File: config.mk
export PLATFORM = sky130hd
export DESIGN_NAME = ln_top
export DESIGN_NICKNAME = d
export VERILOG_FILES = /design/src/logic/ln_geom_pkg.sv /design/src/logic/ln_flow_pkg.sv /design/src/logic/beat_buffer.sv /design/src/logic/lane_adder_tree.sv /design/src/logic/mean_unit.sv /design/src/logic/center_unit.sv /design/src/logic/variance_unit.sv /design/src/logic/ln_top.sv
export SDC_FILE = /design/constraint.sdc
export NUM_CORES = 2
export LEC_CHECK = 0
export BUFFER_PORTS_ARGS = -buffer_cell sky130_fd_sc_hd__buf_2
export CAP_MARGIN = 20
export CORE_ASPECT_RATIO = 0.75
export CORE_MARGIN = 4
export CORE_UTILIZATION = 65
export DETAILED_ROUTE_END_ITERATION = 7
export PLACE_DENSITY = 0.82
export SYNTH_ARGS = -nofsm -noshare
export SYNTH_HDL_FRONTEND = slang
export SYNTH_SLANG_ARGS = --single-unit
File: constraint.sdc
create_clock -name clk -period 19.1 [get_ports clk]
set_input_delay 1.91 -clock clk [delete_from_list [all_inputs] [get_ports clk]]
set_output_delay 1.91 -clock clk [all_outputs]
set_load 0.05 [all_outputs]
File: src/logic/ln_geom_pkg.sv
package ln_geom_pkg;

    // beat and vector shape
    localparam int LANES = 8;
    localparam int VEC_BEATS = 8;
    localparam int ELEM_W = 8;
    localparam int BEAT_W = LANES * ELEM_W;
    localparam int BEAT_IDX_W = $clog2(VEC_BEATS);

    // mean is a plain shift since the vector length is fixed
    localparam int MEAN_SHIFT = $clog2(LANES * VEC_BEATS);
    localparam int SUM_W = 16;

    // width growth through one lane reduction
    localparam int TREE_GROW = $clog2(LANES);

    // a square of -128 is +16384, which needs a spare sign bit on a signed lane
    localparam int SQ_W = 16;
    localparam int VAR_W = 24;

    typedef logic signed [ELEM_W-1:0] elem_t;

    // buffer keeps the flat word, datapath reads lanes
    typedef union packed {
        logic [BEAT_W-1:0]       flat;
        elem_t [LANES-1:0]       lanes;
    } beat_u;

endpackage

File: src/logic/ln_flow_pkg.sv
package ln_flow_pkg;

    // one full vector of buffer slots
    localparam int IN_CREDITS = ln_geom_pkg::VEC_BEATS;
    localparam int IN_CRED_W = $clog2(IN_CREDITS + 1);

    // granted by the downstream at reset
    localparam int OUT_CREDITS = 4;
    localparam int OUT_CRED_W = $clog2(OUT_CREDITS + 1);

    // input regs plus one more register stage for 8 lanes
    localparam int TREE_LAT = 2;

endpackage

File: src/logic/beat_buffer.sv
`timescale 1ns/1ps

module beat_buffer (
    input  logic               clk,
    input  logic               rstn,
    input  logic               wr_en,
    input  ln_geom_pkg::beat_u wr_data,
    input  logic               rd_en,
    output ln_geom_pkg::beat_u rd_data,
    output logic               in_credit
);

    logic [ln_geom_pkg::BEAT_W-1:0]     mem [ln_geom_pkg::VEC_BEATS];
    logic [ln_geom_pkg::BEAT_IDX_W-1:0] wr_ptr;
    logic [ln_geom_pkg::BEAT_IDX_W-1:0] rd_ptr;
    logic [ln_flow_pkg::IN_CRED_W-1:0]  granted;
    logic                               burst;

    always_ff @(posedge clk) begin
        if (wr_en) begin
            mem[wr_ptr] <= wr_data.flat;
        end
    end

    always_ff @(posedge clk or negedge rstn) begin
        if (!rstn) begin
            wr_ptr <= '0;
            rd_ptr <= '0;
        end else begin
            if (wr_en) begin
                wr_ptr <= (wr_ptr == ln_geom_pkg::BEAT_IDX_W'(ln_geom_pkg::VEC_BEATS - 1)) ?
                          '0 : wr_ptr + 1'b1;
            end
            if (rd_en) begin
                rd_ptr <= (rd_ptr == ln_geom_pkg::BEAT_IDX_W'(ln_geom_pkg::VEC_BEATS - 1)) ?
                          '0 : rd_ptr + 1'b1;
            end
        end
    end

    assign rd_data.flat = mem[rd_ptr];

    // initial grant, one slot per cycle
    always_ff @(posedge clk or negedge rstn) begin
        if (!rstn) begin
            granted <= '0;
            burst   <= 1'b0;
        end else if (granted != ln_flow_pkg::IN_CRED_W'(ln_flow_pkg::IN_CREDITS)) begin
            granted <= granted + 1'b1;
            burst   <= 1'b1;
        end else begin
            burst   <= 1'b0;
        end
    end

    // a read frees its slot right away
    assign in_credit = burst | rd_en;

endmodule

File: src/logic/lane_adder_tree.sv
`timescale 1ns/1ps

module lane_adder_tree #(
    parameter int in_w = 8
) (
    input  logic                                             clk,
    input  logic                                             rstn,
    input  logic signed [ln_geom_pkg::LANES-1:0][in_w-1:0]   lanes_in,
    input  logic                                             in_vld,
    output logic signed [in_w+ln_geom_pkg::TREE_GROW-1:0]    sum,
    output logic                                             sum_vld
);

    localparam int STAGES = ln_geom_pkg::TREE_GROW;

    genvar s;
    generate
        for (s = 0; s < STAGES; s++) begin : g_stage
            localparam int IW = in_w + s;
            localparam int N = ln_geom_pkg::LANES >> s;

            logic signed [IW-1:0] op  [N];
            logic signed [IW:0]   res [N/2];
            logic                 vld;

            if (s == 0) begin : g_in
                always_ff @(posedge clk or negedge rstn) begin
                    if (!rstn) begin
                        vld <= 1'b0;
                    end else begin
                        vld <= in_vld;
                    end
                end

                always_ff @(posedge clk) begin
                    if (in_vld) begin
                        for (int k = 0; k < N; k++) begin
                            op[k] <= lanes_in[k];
                        end
                    end
                end
            end else if (s % 2 == 0) begin : g_reg
                // even stages break the carry chain
                always_ff @(posedge clk or negedge rstn) begin
                    if (!rstn) begin
                        vld <= 1'b0;
                    end else begin
                        vld <= g_stage[s-1].vld;
                    end
                end

                always_ff @(posedge clk) begin
                    if (g_stage[s-1].vld) begin
                        for (int k = 0; k < N; k++) begin
                            op[k] <= g_stage[s-1].res[k];
                        end
                    end
                end
            end else begin : g_comb
                assign vld = g_stage[s-1].vld;

                always_comb begin
                    for (int k = 0; k < N; k++) begin
                        op[k] = g_stage[s-1].res[k];
                    end
                end
            end

            // pairwise add, one bit of growth
            always_comb begin
                for (int k = 0; k < N / 2; k++) begin
                    res[k] = op[2*k] + op[2*k+1];
                end
            end
        end
    endgenerate

    assign sum     = g_stage[STAGES-1].res[0];
    assign sum_vld = g_stage[STAGES-1].vld;

endmodule

File: src/logic/mean_unit.sv
`timescale 1ns/1ps

module mean_unit (
    input  logic                                                        clk,
    input  logic                                                        rstn,
    input  logic signed [ln_geom_pkg::ELEM_W+ln_geom_pkg::TREE_GROW-1:0] sum,
    input  logic                                                        sum_vld,
    output logic signed [ln_geom_pkg::ELEM_W-1:0]                       mean,
    output logic                                                        mean_vld
);

    logic signed [ln_geom_pkg::SUM_W-1:0] acc;
    logic signed [ln_geom_pkg::SUM_W-1:0] acc_next;
    logic signed [ln_geom_pkg::SUM_W-1:0] shifted;
    logic [ln_geom_pkg::BEAT_IDX_W-1:0]   beat_cnt;
    logic                                 last_beat;

    assign acc_next  = acc + ln_geom_pkg::SUM_W'(sum);
    // floor division by the element count
    assign shifted   = acc_next >>> ln_geom_pkg::MEAN_SHIFT;
    assign last_beat = (beat_cnt == ln_geom_pkg::BEAT_IDX_W'(ln_geom_pkg::VEC_BEATS - 1));

    always_ff @(posedge clk or negedge rstn) begin
        if (!rstn) begin
            acc      <= '0;
            beat_cnt <= '0;
            mean_vld <= 1'b0;
        end else begin
            mean_vld <= sum_vld & last_beat;
            if (sum_vld) begin
                acc      <= last_beat ? '0 : acc_next;
                beat_cnt <= last_beat ? '0 : beat_cnt + 1'b1;
            end
        end
    end

    always_ff @(posedge clk) begin
        if (sum_vld && last_beat) begin
            mean <= shifted[ln_geom_pkg::ELEM_W-1:0];
        end
    end

endmodule

File: src/logic/center_unit.sv
`timescale 1ns/1ps

module center_unit (
    input  logic                                                         clk,
    input  logic                                                         rstn,
    input  logic signed [ln_geom_pkg::ELEM_W-1:0]                        mean,
    input  logic                                                         mean_vld,
    input  ln_geom_pkg::beat_u                                           rd_data,
    output logic                                                         rd_en,
    input  logic                                                         out_credit,
    output ln_geom_pkg::beat_u                                           out_data,
    output logic                                                         out_vld,
    output logic                                                         out_last,
    output logic signed [ln_geom_pkg::LANES-1:0][ln_geom_pkg::SQ_W-1:0]  sq_lanes,
    output logic                                                         sq_vld,
    output logic                                                         vec_end
);

    logic signed [ln_geom_pkg::ELEM_W-1:0] mean_q;
    logic                                  active;
    logic [ln_geom_pkg::BEAT_IDX_W-1:0]    beat_idx;
    logic [ln_flow_pkg::OUT_CRED_W-1:0]    credits;
    logic                                  last_beat;
    ln_geom_pkg::elem_t                    centered [ln_geom_pkg::LANES];

    // clamp a one bit wider difference back to the element range
    function automatic ln_geom_pkg::elem_t sat_elem(
        input logic signed [ln_geom_pkg::ELEM_W:0] d
    );
        ln_geom_pkg::elem_t r;
        if (d[ln_geom_pkg::ELEM_W] != d[ln_geom_pkg::ELEM_W-1]) begin
            r = d[ln_geom_pkg::ELEM_W] ? {1'b1, {(ln_geom_pkg::ELEM_W-1){1'b0}}} :
                                         {1'b0, {(ln_geom_pkg::ELEM_W-1){1'b1}}};
        end else begin
            r = d[ln_geom_pkg::ELEM_W-1:0];
        end
        return r;
    endfunction

    assign rd_en     = active && (credits != '0);
    assign last_beat = (beat_idx == ln_geom_pkg::BEAT_IDX_W'(ln_geom_pkg::VEC_BEATS - 1));

    always_comb begin
        for (int k = 0; k < ln_geom_pkg::LANES; k++) begin
            centered[k] = sat_elem((ln_geom_pkg::ELEM_W+1)'(rd_data.lanes[k]) -
                                   (ln_geom_pkg::ELEM_W+1)'(mean_q));
        end
    end

    // drain control
    always_ff @(posedge clk or negedge rstn) begin
        if (!rstn) begin
            active   <= 1'b0;
            beat_idx <= '0;
        end else begin
            if (rd_en) begin
                beat_idx <= last_beat ? '0 : beat_idx + 1'b1;
                if (last_beat) begin
                    active <= 1'b0;
                end
            end
            if (mean_vld) begin
                active <= 1'b1;
            end
        end
    end

    always_ff @(posedge clk) begin
        if (mean_vld) begin
            mean_q <= mean;
        end
    end

    // a read commits one out_vld beat, so it spends the credit
    always_ff @(posedge clk or negedge rstn) begin
        if (!rstn) begin
            credits <= ln_flow_pkg::OUT_CRED_W'(ln_flow_pkg::OUT_CREDITS);
        end else begin
            case ({out_credit, rd_en})
                2'b10:   credits <= credits + 1'b1;
                2'b01:   credits <= credits - 1'b1;
                default: credits <= credits;
            endcase
        end
    end

    always_ff @(posedge clk or negedge rstn) begin
        if (!rstn) begin
            out_vld  <= 1'b0;
            out_last <= 1'b0;
        end else begin
            out_vld  <= rd_en;
            out_last <= rd_en & last_beat;
        end
    end

    always_ff @(posedge clk) begin
        if (rd_en) begin
            for (int k = 0; k < ln_geom_pkg::LANES; k++) begin
                out_data.lanes[k] <= centered[k];
                sq_lanes[k]       <= centered[k] * centered[k];
            end
        end
    end

    // squares leave together with the output beat
    assign sq_vld  = out_vld;
    assign vec_end = out_last;

endmodule

File: src/logic/variance_unit.sv
`timescale 1ns/1ps

module variance_unit (
    input  logic                                                       clk,
    input  logic                                                       rstn,
    input  logic signed [ln_geom_pkg::SQ_W+ln_geom_pkg::TREE_GROW-1:0] sum,
    input  logic                                                       sum_vld,
    input  logic                                                       vec_end,
    output logic [ln_geom_pkg::VAR_W-1:0]                              var_sum,
    output logic                                                       var_vld
);

    logic [ln_geom_pkg::VAR_W-1:0]      acc;
    logic [ln_geom_pkg::VAR_W-1:0]      acc_next;
    logic [ln_flow_pkg::TREE_LAT-1:0]   end_pipe;
    logic                               end_here;

    assign acc_next = acc + ln_geom_pkg::VAR_W'(sum);

    // vec_end rides alongside the tree latency
    assign end_here = end_pipe[ln_flow_pkg::TREE_LAT-1];

    always_ff @(posedge clk or negedge rstn) begin
        if (!rstn) begin
            end_pipe <= '0;
            acc      <= '0;
            var_vld  <= 1'b0;
        end else begin
            end_pipe <= {end_pipe[ln_flow_pkg::TREE_LAT-2:0], vec_end};
            var_vld  <= sum_vld & end_here;
            if (sum_vld) begin
                acc <= end_here ? '0 : acc_next;
            end
        end
    end

    always_ff @(posedge clk) begin
        if (sum_vld && end_here) begin
            var_sum <= acc_next;
        end
    end

endmodule

File: src/logic/ln_top.sv
`timescale 1ns/1ps

module ln_top (
    input  logic                            clk,
    input  logic                            rstn,
    input  ln_geom_pkg::beat_u              in_data,
    input  logic                            in_vld,
    output logic                            in_credit,
    output ln_geom_pkg::beat_u              out_data,
    output logic                            out_vld,
    output logic                            out_last,
    input  logic                            out_credit,
    output logic [ln_geom_pkg::VAR_W-1:0]   var_sum,
    output logic                            var_vld
);

    ln_geom_pkg::beat_u                                                 rd_data;
    logic                                                               rd_en;
    logic signed [ln_geom_pkg::ELEM_W+ln_geom_pkg::TREE_GROW-1:0]       beat_sum;
    logic                                                               beat_sum_vld;
    logic signed [ln_geom_pkg::ELEM_W-1:0]                              mean;
    logic                                                               mean_vld;
    logic signed [ln_geom_pkg::LANES-1:0][ln_geom_pkg::SQ_W-1:0]        sq_lanes;
    logic                                                               sq_vld;
    logic                                                               vec_end;
    logic signed [ln_geom_pkg::SQ_W+ln_geom_pkg::TREE_GROW-1:0]         sq_sum;
    logic                                                               sq_sum_vld;

    beat_buffer u_buffer (
        .clk       (clk),
        .rstn      (rstn),
        .wr_en     (in_vld),
        .wr_data   (in_data),
        .rd_en     (rd_en),
        .rd_data   (rd_data),
        .in_credit (in_credit)
    );

    lane_adder_tree #(.in_w(ln_geom_pkg::ELEM_W)) sum_tree (
        .clk      (clk),
        .rstn     (rstn),
        .lanes_in (in_data.lanes),
        .in_vld   (in_vld),
        .sum      (beat_sum),
        .sum_vld  (beat_sum_vld)
    );

    mean_unit u_mean (
        .clk      (clk),
        .rstn     (rstn),
        .sum      (beat_sum),
        .sum_vld  (beat_sum_vld),
        .mean     (mean),
        .mean_vld (mean_vld)
    );

    center_unit u_center (
        .clk        (clk),
        .rstn       (rstn),
        .mean       (mean),
        .mean_vld   (mean_vld),
        .rd_data    (rd_data),
        .rd_en      (rd_en),
        .out_credit (out_credit),
        .out_data   (out_data),
        .out_vld    (out_vld),
        .out_last   (out_last),
        .sq_lanes   (sq_lanes),
        .sq_vld     (sq_vld),
        .vec_end    (vec_end)
    );

    lane_adder_tree #(.in_w(ln_geom_pkg::SQ_W)) sq_tree (
        .clk      (clk),
        .rstn     (rstn),
        .lanes_in (sq_lanes),
        .in_vld   (sq_vld),
        .sum      (sq_sum),
        .sum_vld  (sq_sum_vld)
    );

    variance_unit u_var (
        .clk     (clk),
        .rstn    (rstn),
        .sum     (sq_sum),
        .sum_vld (sq_sum_vld),
        .vec_end (vec_end),
        .var_sum (var_sum),
        .var_vld (var_vld)
    );

endmodule

# Word-level counts from Yosys, hierarchy flattened
# Memory sizes are Yosys's and may differ from the RTL's.
# Index checks and enable logic that the tools add are counted.
# W data, S select, Z words.
# op_classes
muxes,35
add_sub_neg,31
n_reduce_logical,8
eq_ne,15
bitwise_logic,4
n_mul,8
# ops
cell,n
$mul A8 B8 Y16,8
$mux W8,16
$sub A8 B8 Y9,8
$add A16 B16 Y17,4
$add A17 B17 Y18,2
$add A8 B8 Y9,4
$add A24 B24 Y24,1
$mux W24,1
$add A9 B9 Y10,2
$add A18 B18 Y19,1
$add A16 B11 Y16,1
$mux W16,1
$add A3 B1 Y3 const B,5
$eq A3 B3 Y1 const B,4
$mux W1,12
$mux W3,4
$add A10 B10 Y11,1
$ne A1 B1 Y1,8
$pmux W3 S2,1
$reduce_bool A2 Y1,3
$add A4 B1 Y4 const B,1
$ne A4 B4 Y1 const B,1
$and A1 B1 Y1,3
$logic_and A1 B1 Y1,3
6 further kinds,6
# totals
register_bits,303
ramBits,760
input_bits,68
mem_count,5
elab_cells,137
output_inout_bits,92
# mem_list
name,depth,width,rd,rd_ports_with_merged_regs,wr,line,rtl
u_buffer.mem,8,64,1,0,1,beat_buffer.sv:13,logic [ln_geom_pkg::BEAT_W-1:0] mem [ln_geom_pkg::VEC_BEATS];
sq_tree.g_stage[0].op,8,16,8,0,8,lane_adder_tree.sv:22,logic signed [IW-1:0] op [N];
sum_tree.g_stage[0].op,8,8,8,0,8,lane_adder_tree.sv:22,
sq_tree.g_stage[2].op,2,18,2,0,2,lane_adder_tree.sv:22,
sum_tree.g_stage[2].op,2,10,2,0,2,lane_adder_tree.sv:22,

# Logic depth before layout (Yosys ltp)
# An unclocked memory read counts as a cell.
# logic_depth
ltp_word,5
mapped_depth,39

# Cells and area by module
# Synthesis repeated with hierarchy kept, for this count alone.
# hier_totals
hier_cells,5183
area_unflattened_um2,65688.0
# by_module_without_submodules
module,seq_area_each_um2,area_per_inst_um2,cells_per_inst,n_inst
center_unit,5751.8,27336.2,2888,1
beat_buffer,15650.0,19761.5,790,1
lane_adder_tree at sq_tree,4974.8,9362.7,745,1
lane_adder_tree at sum_tree,2572.5,4578.1,317,1
variance_unit,1396.3,3026.7,280,1
mean_unit,690.7,1622.8,163,1

# Least setup slack after synthesis
# Ideal clock, no wire load.
# synth_timing
kind,reg-to-reg
startpoint,register u_buffer.rd_ptr[0] in the netlist's numbering
endpoint,"register u_center.sq_lanes[94] in the netlist's numbering, data pin"
setup_slack_ns,10.131
required_time_ns,18.905
t_arrival_ns,8.774
stages_incl_launch_ff,39
n_path_buf,4
synth_period_minus_slack_ns,8.969
cell_sequence,dfrtp_1 -> clkbuf_1 -> clkbuf_1 -> buf_1 -> mux4_2 -> mux2i_1 -> ha_1 -> inv_1 -> fa_1 -> a21o_1 -> a21oi_1 -> o21ai_0 -> and2_1 -> o21ai_0 -> ha_1 -> clkbuf_1 -> nor2b_1 -> a31oi_1 -> [3 not listed] -> xor2_1 -> o22ai_1 -> ha_1 -> inv_1 -> fa_1 -> inv_1 -> fa_1 -> inv_1 -> fa_1 -> inv_1 -> ha_1 -> o21ai_0 -> a21boi_0 -> o21ai_0 -> a21oi_1 -> o21ai_0 -> or4b_2 -> o311ai_0
# synth_between
elab_chain_cells,5
# synth_lines
element,line,rtl
start: declaration,beat_buffer.sv:15,logic [ln_geom_pkg::BEAT_IDX_W-1:0] rd_ptr;
start signal: assignment,beat_buffer.sv:35,rd_ptr <= (rd_ptr == ln_geom_pkg::BEAT_IDX_W'(ln_geom_pkg::VEC_BEATS - 1)) ?
$mem_v2 Z8 W64 *,n/a,
$sub A8 B8 Y9 *,center_unit.sv:45,centered[k] = sat_elem((ln_geom_pkg::ELEM_W+1)'(rd_data.lanes[k]) -
$mux W8 or $ne A1 B1 Y1 (tied branches),"center_unit.sv:32, center_unit.sv:31",
$mux W8 *,center_unit.sv:31,if (d[ln_geom_pkg::ELEM_W] != d[ln_geom_pkg::ELEM_W-1]) begin
$mul A8 B8 Y16 *,center_unit.sv:101,sq_lanes[k] <= centered[k] * centered[k];
end signal: indexed assignment,center_unit.sv:101,
end: declaration,center_unit.sv:14,"output logic signed [ln_geom_pkg::LANES-1:0][ln_geom_pkg::SQ_W-1:0] sq_lanes,"
# Mark *: on every way between the ends. The rest lies on a longest branch, timed or not.
# A chain may end at the register's enable or synchronous reset.

# Worst setup path after layout
# layout_timing
startpoint,register u_buffer.rd_ptr[1] in the netlist's numbering
endpoint,"register u_center.sq_lanes[94] in the netlist's numbering, data pin"
# Same word-level chain as after synthesis.

==> reports/results.ini <==
[clocking]
cts_buffer_depth=3
cts_root_buf=clkbuf_16
hold_buffers=0
path_clk_slew_ns=0.07
cts_resized=0
htreeDepth=3
post-cts-setup-buffers=0
cts_tree=built
clkSinkCount=1037
numCtsBuffers=97
clk_latency_ns=0.72

[global_routing]
grt_usage=0.284
first_global_vias=38343
grt_max_degree=120
overflow=0
grt_pass1_wl_um=222000
antenna_found_initial=10

[timing]
fin_skew_ns=0.0586
fin_setup_tns_ns=0
fin_crit_sh=0.570
final-hold-violation-count=0
maxSlewViolCount=0
relSlewSlack=0.280
worst_slew_pin_slew_ns=1.08
min_period_ns=10.89
rsz0062_at_grt=false
fmax_ghz=0.0918
setup_viol=0

[final_layout]
final_common_cell=edfxtp_1
area_growth_syn_to_layout_pct=8.89
drive_above_1_share=0.121
most-common-layout-cells=edfxtp_1 (968), inv_1 (725), fa_1 (470), ha_1 (414), nor2_1 (335)
fillCellCount=6110
nNetsFinal=5877
fin_area_um2=68500
final_util=0.716

[yosys]
synth.cell_area_um2=62900
synth_top_cell_by_area=edfxtp_1
synth-main-ff-cell=edfxtp_1
synthCells=4732
synth_area_per_cell_um2=13.3
synth_edf_count=968
synth_cell_types=85
async_flop_share=0.0665
ys_seq_area_frac=0.489
synth.ff_latch_count=1037
yosysWarnings=0
ys_top_cells_by_area=edfxtp_1 (46%), fa_1 (15%), ha_1 (8.2%), mux4_2 (4.6%), inv_1 (4.3%)
yosysTopAreaCellShare=0.462

[worst_setup_path]
cp_data_arrival_time_ns=11.39
critPathBufInv=5
r2r-start=u_buffer.rd_ptr[1]
critPathMaxFanout=59
worstSetupStartpoint=u_buffer.rd_ptr[1]
worst_setup_path_end_kind=flip-flop
reg2reg_slack_ns=8.21
reg2reg_depth=35
cp-start-kind=flip-flop
critical_path.max_stage_delay_ns=0.79
regToRegEndpoint=u_center.sq_lanes[94]
critPathRequiredTime_ns=19.59
critical_path_class=flip-flop to flip-flop
slowest_stage=buf_4
cpLargestDelayFamily=adder cells

[place]
place_area_um2=65200
hpwl_um=101000
gp_congestion=0.930
numPortBuffers=159

[floorplanning]
core_area_um2=95600
die_w_um=367
fp-row-count=98
start_util=0.658
fp.dieArea_um2=102000
die_y_um=277
pin_count=160

[run]
maxCapViolCount=0

[min_path]
holdPathStages=0
hold_class=flip-flop to flip-flop
worstHoldStart=u_var.end_pipe[0]
worstHoldEndpoint=u_var.end_pipe[1]

[drt]
ant_nets=0
vias=37702
wire_per_inst_um=22.8
drtIter0Drc=3827
drc=0
routed_wl_um=143000
vias_per_cell=6.02
dr.pass1.iters=6

[outcome]
status=finished clean

cell type report:
class | count | area, um2 | area share
flip-flops and latches | 1037 | 30800 | 0.450
multi-input cells | 2871 | 29100 | 0.424
inverters | 729 | 2740 | 0.0400
clock buffers | 114 | 2500 | 0.0365
well taps | 1250 | 1560 | 0.0228
repair buffers | 189 | 1060 | 0.0155
clock inverters | 65 | 752 | 0.0110
diodes | 10 | 25.0 | 0.000365
synthesized netlist by cell type, types with 8 or more instances:
cell	instances
xor2_1	73
clkbuf_1	67
a22o_1	23
nand2_1	192
a21o_1	80
fa_1	470
and3_1	19
xnor2_1	197
mux2i_1	19
nor2b_1	48
o31ai_1	8
mux2_2	73
nand3b_1	13
nor3b_1	12
o21ai_0	152
nor3_1	33
o21bai_1	22
a211oi_1	8
buf_4	8
nor2_1	341
nand2b_1	35
or3_1	13
nand3_1	30
a21boi_0	26
nand4_1	8
a31oi_1	12
ha_1	414
o22ai_1	14
o21a_1	32
and4_1	8
mux4_2	128
or2_2	23
inv_1	726
edfxtp_1	968
and2_1	28
dfrtp_1	68
a21oi_1	195
buf_1	18
per-stage QoR:
step / instances / worst slack, ns / hold slack (ns)
after CTS: 6252 / 8.19 / 0.352
after global placement: 6073 / 8.56 / 0.338
after detailed placement: 6073 / 8.28 / 0.338
after floorplan: 4736 / 10.13 / 0.331
final: 6265 / 8.21 / 0.351
after global routing: 6261 / 7.52 / 0.366
cell families (layout without fill, tap and decap cells):
kind of cell,after synthesis,in the layout,synth area share
flip-flops,1037,1037,0.489
AND/OR/NAND/NOR,818,818,0.0600
AO/OA/AOI/OAI,666,666,0.0680
multiplexers,220,220,0.0619
other,2,16,0.000119
adder cells (fa/ha/maj),891,891,0.233
XOR/XNOR,270,270,0.0376
buffers and inverters,828,1097,0.0500
worst max path at each step:
stage                            end  slack, ns  cells past startpoint
6_report       u_center.sq_lanes[94]       8.21                     35
3_5_place_dp   u_center.sq_lanes[94]       8.28                     35
5_1_grt        u_center.sq_lanes[94]       7.52                     35
3_3_place_gp   u_center.sq_lanes[94]       8.56                     35
2_1_floorplan  u_center.sq_lanes[94]      10.13                     38
4_1_cts        u_center.sq_lanes[94]       8.19                     35
worst register-to-register path, delay by kind of cell (launching register included):
kind	cells	cell delay, ns
compound gates	12	2.43
xor+xnor	1	0.20
simple gates	7	1.93
fa+ha+maj	8	3.19
mux	2	0.64
buf+inv	5	1.68
flops	1	0.63
per-layer routing:
metal | part of all wire | wire (um) | vias to the layer above | track usage
met5 | 0.00029 | 41 | - | 0
met4 | 0.033 | 4650 | 6 | 0.0868
met3 | 0.091 | 13000 | 283 | 0.0582
met2 | 0.46 | 65100 | 1679 | 0.438
met1 | 0.42 | 60200 | 18913 | 0.416
li1 | - | - | 16821 | -
registers in the layout, summed over array words and instances (netlist names), 2 cells and up:
name and flops:
u_center.credits 3, u_buffer.rd_ptr 3, u_mean.beat_cnt 3, u_var.end_pipe 2, u_center.out_data 56, u_center.beat_idx 3
sum_tree.g_stage.op 84, u_mean.mean 8, u_buffer.wr_ptr 3, u_center.mean_q 8, sq_tree.g_stage.op 156, u_buffer.mem 512
u_var.acc 24, u_var.var_sum 24, u_mean.acc 14, u_center.sq_lanes 120, u_buffer.granted 4
Power is not shown: default switching activity piles up to over one toggle a cycle in this logic, so the estimate is an artifact.
